## src/hdl/adapter_pkg.sv

```systemverilog
// internal adapter types, shared by the burst control and the bound assertions
package adapter_pkg;

    // one burst in flight at a time, so two states suffice
    typedef enum logic [0:0] {
        BURST_IDLE,
        BURST_DATA
    } burst_state_t;

endpackage

```

## src/hdl/axi_types_pkg.sv

```systemverilog
// AXI and AXI-Lite field widths and response codes, imported by the adapter RTL and its testbench
package axi_types_pkg;

    localparam int ADDR_W = 32;
    localparam int DATA_W = 32;
    localparam int ID_W = 4;
    localparam int LEN_W = 8;
    localparam int SIZE_W = 3;
    localparam int PROT_W = 3;
    localparam int RESP_W = 2;

    typedef logic [ADDR_W-1:0] addr_t;
    typedef logic [DATA_W-1:0] data_t;
    typedef logic [ID_W-1:0] id_t;
    typedef logic [LEN_W-1:0] len_t;
    typedef logic [SIZE_W-1:0] size_t;
    typedef logic [PROT_W-1:0] prot_t;
    typedef logic [RESP_W-1:0] resp_t;

    localparam resp_t RESP_OKAY = 2'b00;
    localparam resp_t RESP_SLVERR = 2'b10;

endpackage

```

## src/hdl/beat_if.sv

```systemverilog
// beat handoff between burst control and the read return stage
`timescale 1ns/1ps

interface beat_if
    import axi_types_pkg::*;
();

    logic open;
    id_t id;
    logic last;
    // one pulse per Lite read response accepted
    logic take;

    modport ctrl (output open, id, last, input take);
    modport ret (input open, id, last, output take);

endinterface

```

## src/hdl/lite_req_if.sv

```systemverilog
// request path from burst control to the Lite address issuer; start loads a burst, next steps it
`timescale 1ns/1ps

interface lite_req_if
    import axi_types_pkg::*;
();

    logic start;
    logic next;
    addr_t addr;
    size_t size;
    prot_t prot;
    logic pending;

    modport burst (output start, next, addr, size, prot, input pending);
    modport issue (input start, next, addr, size, prot, output pending);

endinterface

```

## src/hdl/axi_axil_rd_adapter.sv

```systemverilog
// AXI4 to AXI4-Lite read adapter top level, equal 32-bit widths, one burst in flight
`timescale 1ns/1ps

module axi_axil_rd_adapter
    import axi_types_pkg::*;
(
    input  logic   clk,
    input  logic   rst,

    // AXI4 read slave
    input  logic   arvalid,
    output logic   arready,
    input  id_t    arid,
    input  addr_t  araddr,
    input  len_t   arlen,
    input  size_t  arsize,
    input  prot_t  arprot,
    output id_t    rid,
    output data_t  rdata,
    output resp_t  rresp,
    output logic   rlast,
    output logic   rvalid,
    input  logic   rready,

    // AXI4-Lite read master
    output addr_t  m_araddr,
    output prot_t  m_arprot,
    output logic   m_arvalid,
    input  logic   m_arready,
    input  data_t  m_rdata,
    input  resp_t  m_rresp,
    input  logic   m_rvalid,
    output logic   m_rready
);

    lite_req_if req_if ();
    beat_if beat_bus ();

    axi_rd_burst_ctrl burst_ctrl_i (
        .clk     (clk),
        .rst     (rst),
        .arvalid (arvalid),
        .arready (arready),
        .arid    (arid),
        .araddr  (araddr),
        .arlen   (arlen),
        .arsize  (arsize),
        .arprot  (arprot),
        .req     (req_if.burst),
        .beat    (beat_bus.ctrl)
    );

    axil_ar_issue ar_issue_i (
        .clk       (clk),
        .rst       (rst),
        .req       (req_if.issue),
        .m_araddr  (m_araddr),
        .m_arprot  (m_arprot),
        .m_arvalid (m_arvalid),
        .m_arready (m_arready)
    );

    axi_r_return r_return_i (
        .clk      (clk),
        .rst      (rst),
        .beat     (beat_bus.ret),
        .m_rdata  (m_rdata),
        .m_rresp  (m_rresp),
        .m_rvalid (m_rvalid),
        .m_rready (m_rready),
        .rid      (rid),
        .rdata    (rdata),
        .rresp    (rresp),
        .rlast    (rlast),
        .rvalid   (rvalid),
        .rready   (rready)
    );

endmodule

```

## src/hdl/axi_r_return.sv

```systemverilog
// read return stage; turns each Lite read response into one buffered AXI R beat
`timescale 1ns/1ps

module axi_r_return
    import axi_types_pkg::*;
(
    input  logic   clk,
    input  logic   rst,

    beat_if.ret    beat,

    input  data_t  m_rdata,
    input  resp_t  m_rresp,
    input  logic   m_rvalid,
    output logic   m_rready,

    output id_t    rid,
    output data_t  rdata,
    output resp_t  rresp,
    output logic   rlast,
    output logic   rvalid,
    input  logic   rready
);

    logic m_rready_reg;

    id_t rid_reg;
    data_t rdata_reg;
    resp_t rresp_reg;
    logic rlast_reg;
    logic rvalid_reg;

    assign beat.take = m_rready_reg && m_rvalid;

    assign m_rready = m_rready_reg;
    assign rid = rid_reg;
    assign rdata = rdata_reg;
    assign rresp = rresp_reg;
    assign rlast = rlast_reg;
    assign rvalid = rvalid_reg;

    always_ff @(posedge clk) begin
        // single beat buffer, so only accept a response while it is empty
        m_rready_reg <= beat.open && !rvalid_reg && !beat.take;
        rvalid_reg <= rvalid_reg && !rready;

        if (beat.take) begin
            rid_reg <= beat.id;
            rdata_reg <= m_rdata;
            rresp_reg <= m_rresp;
            rlast_reg <= beat.last;
            rvalid_reg <= 1'b1;
        end

        if (rst) begin
            m_rready_reg <= 1'b0;
            rvalid_reg <= 1'b0;
        end
    end

endmodule

```

## src/hdl/axi_rd_burst_ctrl.sv

```systemverilog
// AXI read burst control; accepts one AR burst and counts Lite beats down to the last one
`timescale 1ns/1ps

module axi_rd_burst_ctrl
    import axi_types_pkg::*;
    import adapter_pkg::*;
(
    input  logic       clk,
    input  logic       rst,

    input  logic       arvalid,
    output logic       arready,
    input  id_t        arid,
    input  addr_t      araddr,
    input  len_t       arlen,
    input  size_t      arsize,
    input  prot_t      arprot,

    lite_req_if.burst  req,
    beat_if.ctrl       beat
);

    burst_state_t state_reg, state_next;

    len_t count_reg, count_next;
    id_t id_reg, id_next;

    logic arready_reg, arready_next;

    assign arready = arready_reg;

    // burst fields go straight to the issuer, which latches them on start
    assign req.addr = araddr;
    assign req.size = arsize;
    assign req.prot = arprot;

    assign beat.open = (state_reg == BURST_DATA) && !req.pending;
    assign beat.id = id_reg;
    assign beat.last = (count_reg == '0);

    always_comb begin
        state_next = state_reg;
        count_next = count_reg;
        id_next = id_reg;
        arready_next = 1'b0;
        req.start = 1'b0;
        req.next = 1'b0;

        case (state_reg)
            BURST_IDLE: begin
                // hold off new bursts until the last Lite address has gone out
                arready_next = !req.pending;

                if (arready_reg && arvalid) begin
                    arready_next = 1'b0;
                    id_next = arid;
                    count_next = arlen;
                    req.start = 1'b1;
                    state_next = BURST_DATA;
                end
            end
            BURST_DATA: begin
                if (beat.take) begin
                    count_next = count_reg - 1'b1;
                    if (count_reg == '0) begin
                        arready_next = !req.pending;
                        state_next = BURST_IDLE;
                    end else begin
                        req.next = 1'b1;
                    end
                end
            end
            default: begin
                state_next = BURST_IDLE;
            end
        endcase
    end

    always_ff @(posedge clk) begin
        state_reg <= state_next;
        count_reg <= count_next;
        id_reg <= id_next;
        arready_reg <= arready_next;

        if (rst) begin
            state_reg <= BURST_IDLE;
            arready_reg <= 1'b0;
        end
    end

endmodule

```

## src/hdl/axil_ar_issue.sv

```systemverilog
// Lite read address issuer; holds the burst address and steps it by the beat size per request
`timescale 1ns/1ps

module axil_ar_issue
    import axi_types_pkg::*;
(
    input  logic       clk,
    input  logic       rst,

    lite_req_if.issue  req,

    output addr_t      m_araddr,
    output prot_t      m_arprot,
    output logic       m_arvalid,
    input  logic       m_arready
);

    addr_t addr_reg;
    size_t size_reg;
    prot_t prot_reg;
    logic arvalid_reg;

    // 2**size bytes per beat, independent of burst type
    addr_t step;

    assign step = addr_t'(1) << size_reg;

    assign m_araddr = addr_reg;
    assign m_arprot = prot_reg;
    assign m_arvalid = arvalid_reg;
    assign req.pending = arvalid_reg;

    always_ff @(posedge clk) begin
        if (req.start) begin
            addr_reg <= req.addr;
            size_reg <= req.size;
            prot_reg <= req.prot;
        end else if (req.next) begin
            addr_reg <= addr_reg + step;
        end

        arvalid_reg <= (arvalid_reg && !m_arready) || req.start || req.next;

        if (rst) begin
            arvalid_reg <= 1'b0;
        end
    end

endmodule

```

## config.mk

```make
export PLATFORM = sky130hd
export DESIGN_NAME = axi_axil_rd_adapter
export DESIGN_NICKNAME = d
export VERILOG_FILES = /design/src/hdl/adapter_pkg.sv /design/src/hdl/axi_types_pkg.sv /design/src/hdl/beat_if.sv /design/src/hdl/lite_req_if.sv /design/src/hdl/axi_axil_rd_adapter.sv /design/src/hdl/axi_r_return.sv /design/src/hdl/axi_rd_burst_ctrl.sv /design/src/hdl/axil_ar_issue.sv
export SDC_FILE = /design/constraint.sdc
export NUM_CORES = 1
export LEC_CHECK = 0
export BUFFER_PORTS_ARGS = -buffer_cell sky130_fd_sc_hd__buf_4
export CAP_MARGIN = 10
export CORE_ASPECT_RATIO = 1.25
export CORE_MARGIN = 4
export CORE_UTILIZATION = 55
export DETAILED_ROUTE_END_ITERATION = 10
export HOLD_SLACK_MARGIN = 0.1
export PLACE_DENSITY_LB_ADDON = 0.3
export SKIP_CTS_REPAIR_TIMING = 1
export SLEW_MARGIN = 20
export SYNTH_ARGS = -nofsm -noshare
export SYNTH_HDL_FRONTEND = slang
export SYNTH_HIERARCHICAL = 1
export SYNTH_SLANG_ARGS = --single-unit
```

## constraint.sdc

```tcl
create_clock -name clk -period 4.8 [get_ports clk]
set_clock_uncertainty 0.1 [all_clocks]
set_input_delay 0 -clock clk [delete_from_list [all_inputs] [get_ports clk]]
set_output_delay 0 -clock clk [all_outputs]
set_load 0.005 [all_outputs]
```

Yosys cells after proc, flatten, opt, wreduce, memory -nomap -nowiden:

Cells that the tools add are included.

* flip-flop bits (word level): 94

* add/subtract/negate cells: 2
* equality and inequality tests: 2
* shift operators: 1
* multiplexer cells: 17
* bitwise gates (word level): 1
* reduce and logical (&&, ||, !) cells: 18

Operators by type and width (count)
* $mux 32: 2
* $add 32x32->32: 1
* $shl 1x3->32 const A: 1
* $mux 8: 2
* $pmux 8 s2: 1
* $mux 1: 10
* $logic_not 8->1: 1
* $sub 8x1->8 const B: 1
* $logic_and 1x1->1: 7
* $logic_not 1->1: 5
* $ne 2x1->1 const B: 2
* $pmux 1 s2: 2
* $reduce_and 2->1: 2
* $logic_or 1x1->1: 2
* $reduce_bool 2->1: 1
* $not 1->1: 1

Longest topological paths before layout:

Gate-level depths: netlist of the first run.

* depth after elaboration: 6
* mapped depth: 10
* mapped depth without buffers: 8

Hierarchy:

The synthesis of the first run kept the hierarchy.

By module, submodules not included
* axil_ar_issue: times used 1, cells an instance 275, area an instance 2795.2 um^2
* axi_r_return: times used 1, cells an instance 46, area an instance 1247.4 um^2
* axi_rd_burst_ctrl: times used 1, cells an instance 98, area an instance 963.4 um^2

Worst setup path after synthesis of the first run:

OpenSTA, ideal clock, no wires.

* path kind: register -> register
* start point: register ar_issue_i.size_reg[1]
* end point: register ar_issue_i.addr_reg[19], in the netlist ar_issue_i/m_araddr[19] (data pin)
* library setup time: 0.265 ns
* data arrival time: 2.143 ns
* data required time: 4.435 ns
* slack: 2.292 ns
* stages on the path, launching flop included: 9
* buffers on the path: 1
* clock period less this slack: 2.508 ns
* path through: edfxtp_1 -> nor3b_1 -> ha_1 -> a21o_2 -> a31oi_4 -> a211o_1 -> buf_6 -> a21oi_2 -> or3_1

* word-level cells in the longest chain between the ends: 4

RTL lines
* start, declared: line axil_ar_issue.sv:19 `size_t size_reg;`
* start signal, assigned: line axil_ar_issue.sv:36 `size_reg <= req.size;`
* $shl 1x3->32: line axil_ar_issue.sv:26 `assign step = addr_t'(1) << size_reg;`
* $add 32x32->32: line axil_ar_issue.sv:39 `addr_reg <= addr_reg + step;`
* $mux 32: line axil_ar_issue.sv:38 `end else if (req.next) begin`
* $mux 32: line axil_ar_issue.sv:34 `if (req.start) begin`
* end signal, assigned: line axil_ar_issue.sv:35 `addr_reg <= req.addr;`
* end signal, assigned: line axil_ar_issue.sv:39
* end, declared: line axil_ar_issue.sv:18 `addr_t addr_reg;`

Every way passes these cells. The select of a mux whose other input is x is not followed.
A chain may end at the register's enable or synchronous reset.

Worst setup path after layout of the first run:

Ends and elaborated chain as after synthesis.

==> impl_metrics.env, run 1 <==
export IMPL_outcome="completed"
export IMPL_cp_start_kind="register"
export IMPL_avgViaCountPerCell=5.86
export IMPL_setup_viol=0
export IMPL_fmax_mhz=311
export IMPL_ys_ff_latch=94
export IMPL_syn_avg_cell_area_sq_um=11.9
export IMPL_die_width_um=93.3
export IMPL_worstSetupEndpoint="ar_issue_i/m_araddr[19]"
export IMPL_drc_errors=0
export IMPL_dp_worst_setup_slack_ns=1.85
export IMPL_synthFlopType="edfxtp_1"
export IMPL_yosysWarnings=6
export IMPL_diodes=0
export IMPL_first_iter_violations=572
export IMPL_drv_slew=0
export IMPL_async_flop_share_pct=0
export IMPL_worst_slack_ns=1.59
export IMPL_core_area_sq_um=8800
export IMPL_vdd_ir_drop_max_v=0.000180
export IMPL_final_core_util_pct=81.0
export IMPL_crit_required_ns=4.82
export IMPL_synth_simple_gate_area_share_pct=16.2
export IMPL_cts_root_buf="clkbuf_8"
export IMPL_hold_viol_final=0
export IMPL_total_power_mw=1.89
export IMPL_row_count=38
export IMPL_setup_worst_path_start="ar_issue_i/size_reg[1]"
export IMPL_vias=4437
export IMPL_synth_nets=520
export IMPL_r2r_start="ar_issue_i/size_reg[1]"
export IMPL_synth_edf_count=89
export IMPL_clkLatencyLatePin_ns=0.38
export IMPL_htree_num_levels=3
export IMPL_syn2layout_area_growth_pct=42.2
export IMPL_synth_cells=419
export IMPL_synth_seq_area_share_pct=55.4
export IMPL_slew_headroom_pct=41.3
export IMPL_initial_utilization_pct=56.9
export IMPL_place_congestion=0.879
export IMPL_rr_endpoint="ar_issue_i/m_araddr[19]"
export IMPL_hpwl_um=9180
export IMPL_drive_above_1_share_pct=33.9
export IMPL_worst_pin_slew_ns=0.878
export IMPL_synth_adder_area_share_pct=2.90
export IMPL_grt_pass1_wl_um=18400
export IMPL_routed_wl_um=16600
export IMPL_power_per_cell_area_nw_per_um2=266
export IMPL_antenna_left=0
export IMPL_track_usage_pct=22.3
export IMPL_grt_setup_unrepaired="false"
export IMPL_nNetsFinal=733
export IMPL_endpoint_kind="register"
export IMPL_yosysUniqueCellTypes=66
export IMPL_timing_setup_tns_ns=0
export IMPL_antenna_found_initial=0
export IMPL_path_class="reg -> reg"
export IMPL_synthMuxAreaShare_pct=0.675
export IMPL_p_leak_nw=2.75
export IMPL_drv_cap=0
export IMPL_grt_max_degree=43
export IMPL_rr_worst_depth=7
export IMPL_period_minus_slack_ns=3.21
export IMPL_wire_per_inst_um=21.9
export IMPL_hold_path_class="in -> reg"
export IMPL_synth_top_family_by_area="simple AND/OR/NAND/NOR gates"
export IMPL_synth_xor_area_share_pct=2.97
export IMPL_first_pass_iters=6
export IMPL_cts_buffers=9
export IMPL_die_y_um=115
export IMPL_syn_area_sq_um=5010
export IMPL_ioPinCount=168
export IMPL_crit_arrival_ns=3.23
export IMPL_cts_buffer_depth=2
export IMPL_period_share_pct=67.0
export IMPL_die_area_sq_um=10700
export IMPL_gr_total_overflow=0
export IMPL_worst_r2r_setup_slack_ns=1.59
export IMPL_cts_tree="yes"
export IMPL_grt_pass1_vias=3648
export IMPL_nFillCells=469
export IMPL_synth_compound_area_share_pct=13.8
export IMPL_cts_sinks=94
export IMPL_io_buffers=167
export IMPL_worstPathMaxFanout=9
export IMPL_path_clk_slew_ns=0.11
-- cell usage after synthesis (4+ instances only) --
cell / number / area (sq um)
a21o_1: 4 / 30.0
ha_1: 10 / 125
nand2_1: 39 / 146
nor3_1: 7 / 35.0
a21oi_1: 12 / 60.1
buf_4: 40 / 300
dfxtp_1: 5 / 100
o21ai_1: 20 / 100
nand2b_1: 6 / 37.5
a22oi_1: 4 / 30.0
nor3b_1: 7 / 52.6
clkbuf_1: 7 / 26.3
o21ai_0: 12 / 60.1
inv_1: 5 / 18.8
nor2b_1: 9 / 56.3
nor2_1: 14 / 52.6
nand3_1: 24 / 120
a211oi_2: 7 / 87.6
xnor2_1: 14 / 123
a31oi_1: 4 / 25.0
edfxtp_1: 89 / 2670
nand4_1: 5 / 31.3
nor4_1: 5 / 31.3
buf_2: 5 / 25.0
-- layout make-up --
cell class	instances	area, sq um	area share, %
flip-flops and latches	94	2770	38.9
multi-input cells	264	1840	25.8
clock inverters	6	60.1	0.843
inverters	6	22.5	0.316
clock buffers	10	128	1.79
well taps	120	150	2.11
repair buffers	257	2150	30.2
-- how the worst min path moves through the flow --
stage                            from                      to  slack, ns  cells after the start
after floorplan                   rst       r_return_i/rvalid      -0.03                      1
after global placement      arprot[2]  ar_issue_i/m_arprot[2]       0.08                      1
after detailed placement  m_rdata[23]    r_return_i/rdata[23]       0.08                      1
after CTS                 m_rdata[31]    r_return_i/rdata[31]      -0.30                      1
after global routing          arvalid  ar_issue_i/size_reg[1]       0.19                      3
final                         arvalid  ar_issue_i/size_reg[1]       0.17                      3
-- layout by cell type, fill, tap and decap left out, types with 3 or more instances in the layout --
cell,instances
a22oi_1,4
nor2b_1,9
nand2b_1,6
clkbuf_8,9
nor4_1,5
mux2_2,3
a31oi_1,4
a21oi_1,12
or3_1,3
buf_4,170
and3_1,3
nand4_1,5
edfxtp_1,89
a21o_1,4
nor2_1,13
dfxtp_1,5
xnor2_1,14
a211o_1,3
nor3b_1,7
nor4b_1,3
o21ai_1,21
a2111oi_2,3
nor3_1,7
nand2_1,39
xor2_1,3
a221oi_1,3
o21ai_0,11
nand3_1,24
ha_1,10
dlygate4sd3_1,87
inv_1,5
a211oi_2,7
-- power by group --
group	total [mW]	internal, mW	switching (mW)
Sequential	0.993	0.952	0.0419
Clock	0.545	0.241	0.303
Combinational	0.357	0.189	0.168
Total	1.89	1.38	0.513
-- per-layer routing --
metal	global-route usage [%]	routed length, um	up-vias
met2	38.5	8300	300
met3	5.79	1640	35
met4	8.60	354	0
met5	0	0	-
li1	-	-	1963
met1	26.4	6290	2139
-- cell families after synthesis --
group                    after synthesis
AO/OA/AOI/OAI                         89
AND/OR/NAND/NOR                      144
multiplexers                           3
buffers and inverters                 61
adder cells (fa/ha/maj)               11
XOR/XNOR                              17
flip-flops                            94
-- stage by stage --
stage	cell area, sq um	hold WS (ns)	cells
global placement	6060	0.0786	654
global route	7120	0.187	757
CTS	6250	-0.303	670
floorplan	5010	-0.0309	419
detailed placement	6060	0.0793	654
finish	7120	0.174	757
-- worst max-delay path, cell delays in order (launching register included) --
cell and delay [ns]:
edfxtp_1 0.53, nor3b_1 0.59, ha_1 0.29, a21o_1 0.13, nand4_2 0.24, a211oi_4 0.57
nor3_1 0.12, or3_1 0.37
(Power assumes the default switching activity.)
==> run 2, diff against run 1 <==
- ABC_AREA: default -> 1
- CORE_UTILIZATION: 55 -> 46
- clock period: 4.8 -> 2.7 ns (I/O delays scaled with it)
==> impl_metrics.env, run 2 <==
export IMPL_htree_num_levels=3
export IMPL_path_class="reg -> reg"
export IMPL_syn_avg_cell_area_sq_um=9.02
export IMPL_yosysUniqueCellTypes=35
export IMPL_cts_buffer_depth=2
export IMPL_syn2layout_area_growth_pct=44.5
export IMPL_first_pass_iters=5
export IMPL_vias=4646
export IMPL_syn_area_sq_um=5170
export IMPL_grt_max_degree=41
export IMPL_yosysWarnings=6
export IMPL_grt_setup_unrepaired="false"
export IMPL_placedCellCount=832
export IMPL_crit_required_ns=2.71
export IMPL_power_per_cell_area_nw_per_um2=477
export IMPL_period_minus_slack_ns=2.32
export IMPL_avgViaCountPerCell=4.95
export IMPL_first_iter_violations=203
export IMPL_clkLatencyLatePin_ns=0.35
export IMPL_endpoint_kind="register"
export IMPL_async_flop_share_pct=0
export IMPL_ioPinCount=168
export IMPL_cp_start_kind="register"
export IMPL_gr_total_overflow=0
export IMPL_drc_errors=0
export IMPL_worstPathMaxFanout=5
export IMPL_cts_root_buf="clkbuf_16"
export IMPL_fmax_mhz=431
export IMPL_crit_arrival_ns=2.33
export IMPL_grt_pass1_vias=4061
export IMPL_final_core_util_pct=67.8
export IMPL_hold_viol_final=0
export IMPL_nFillCells=820
export IMPL_ys_ff_latch=94
export IMPL_slew_headroom_pct=42.2
export IMPL_initial_utilization_pct=46.9
export IMPL_die_area_sq_um=13000
export IMPL_drv_slew=0
export IMPL_drive_above_1_share_pct=29.4
export IMPL_synthFlopType="edfxtp_1"
export IMPL_track_usage_pct=19.5
export IMPL_outcome="completed"
export IMPL_synth_cells=574
export IMPL_synth_area_top_cells="edfxtp_1, nand2_1, buf_4"
export IMPL_layout_common_cells="nand2_1, buf_4, edfxtp_1, dlygate4sd3_1, nand3_1"
export IMPL_worst_r2r_setup_slack_ns=0.38
export IMPL_drv_cap=0
export IMPL_antenna_found_initial=0
export IMPL_period_share_pct=85.9
export IMPL_synth_nets=675
export IMPL_core_area_sq_um=11000
export IMPL_cts_tree="yes"
export IMPL_synth_seq_area_share_pct=53.6
export IMPL_setup_worst_path_start="ar_issue_i/size_reg[1]"
export IMPL_path_clk_slew_ns=0.08
export IMPL_cts_sinks=94
export IMPL_rr_endpoint="ar_issue_i/m_araddr[26]"
export IMPL_hold_path_class="in -> reg"
export IMPL_crit_path_max_incr_delay_ns=0.43
export IMPL_synth_most_common_cell="nand2_1"
export IMPL_place_congestion=0.928
export IMPL_antenna_left=0
export IMPL_row_count=43
export IMPL_path_common_cell="nand2_1"
export IMPL_synth_common_cells="nand2_1, edfxtp_1, nand3_1, inv_1, buf_4"
export IMPL_hpwl_um=10000
export IMPL_layout_commonest_cell="nand2_1"
export IMPL_worstSetupEndpoint="ar_issue_i/m_araddr[26]"
export IMPL_rr_worst_depth=13
export IMPL_vdd_ir_drop_max_v=0.000419
export IMPL_nNetsFinal=898
export IMPL_synth_top_cell_area_share_pct=51.6
export IMPL_slowest_stage="edfxtp_1"
export IMPL_yosysTopAreaCell="edfxtp_1"
export IMPL_synth_edf_count=89
export IMPL_io_buffers=167
export IMPL_stdcell_count=938
export IMPL_grt_pass1_wl_um=19800
export IMPL_setup_viol=0
export IMPL_die_y_um=127
export IMPL_worst_pin_slew_ns=0.867
export IMPL_cts_buffers=9
export IMPL_r2r_start="ar_issue_i/size_reg[1]"
export IMPL_routed_wl_um=14800
export IMPL_timing_setup_tns_ns=0
export IMPL_p_leak_nw=3.41
export IMPL_wire_per_inst_um=15.8
export IMPL_die_width_um=103
export IMPL_crit_chain="nor3_1 > ha_1 > fa_1 > nand2_1 > nand2_1 > nand3b_1 > nand2_2 > nand2_1 > nand2_2 > nand2_1 > nand2_1 > nand3_1 > nand2_1"
-- run 2: layout make-up --
type / instances / area [sq um] / area share (%)
clock inverters: 7 / 66.3 / 0.887
multi-input cells: 369 / 1830 / 24.5
inverters: 63 / 236 / 3.16
flip-flops and latches: 94 / 2770 / 37.1
repair buffers: 260 / 2170 / 29.1
diodes: 1 / 2.50 / 0.0335
well taps: 135 / 169 / 2.26
clock buffers: 9 / 225 / 3.01
-- run 2: layer usage --
layer	GRT usage, %	wire length, um	vias up
li1	-	-	2293
met1	24.3	5670	2127
met2	32.7	7550	199
met3	4.24	1220	27
met4	7.85	382	0
met5	0	0	-
-- run 2: worst max-delay path: cells and delay by family, from the launching register on --
family	cells	cell delay (ns)
fa+ha+maj	2	0.61
flops	1	0.43
simple gates	11	0.96
-- run 2: how the worst min path moves through the flow --
stage           startpoint                   end  slack [ns]  depth (start not counted)
2_1_floorplan          rst     r_return_i/rvalid       -0.03                          1
3_3_place_gp    m_rdata[9]   r_return_i/rdata[9]        0.08                          1
3_5_place_dp    m_rresp[0]   r_return_i/rresp[0]        0.08                          1
4_1_cts        m_rdata[21]  r_return_i/rdata[21]       -0.29                          1
5_1_grt           m_rvalid  burst_ctrl_i/arready        0.15                          6
6_report          m_rvalid  burst_ctrl_i/arready        0.11                          6
-- run 2: report_power, final --
| part | internal, mW | switching [mW] | total (mW) |
|---|---|---|---|
| Combinational | 0.303 | 0.270 | 0.573 |
| Sequential | 1.68 | 0.0582 | 1.74 |
| Clock | 0.648 | 0.601 | 1.25 |
| Total | 2.63 | 0.929 | 3.56 |
-- run 2: logic make-up (layout without fill, tap and decap cells) --
group	count (synthesis)	count (layout)	synth area share [%]
simple gates	335	335	29.8
flops	94	94	53.6
fa+ha+maj	11	11	2.80
xor+xnor	2	2	0.339
buf+inv	111	339	11.2
compound gates	21	21	2.22
other cells	0	1	0
-- run 2: through the flow --
stage	cell area, sq um	setup slack (ns)	total power [mW]	hold WS (ns)
after global routing	7470	0.165	3.72	0.149
final	7480	0.382	3.56	0.113
after floorplan	5170	0.269	2.03	-0.0309
after CTS	6580	0.392	3.48	-0.286
after detailed placement	6290	0.405	2.23	0.0797
after global placement	6290	0.466	2.22	0.0786
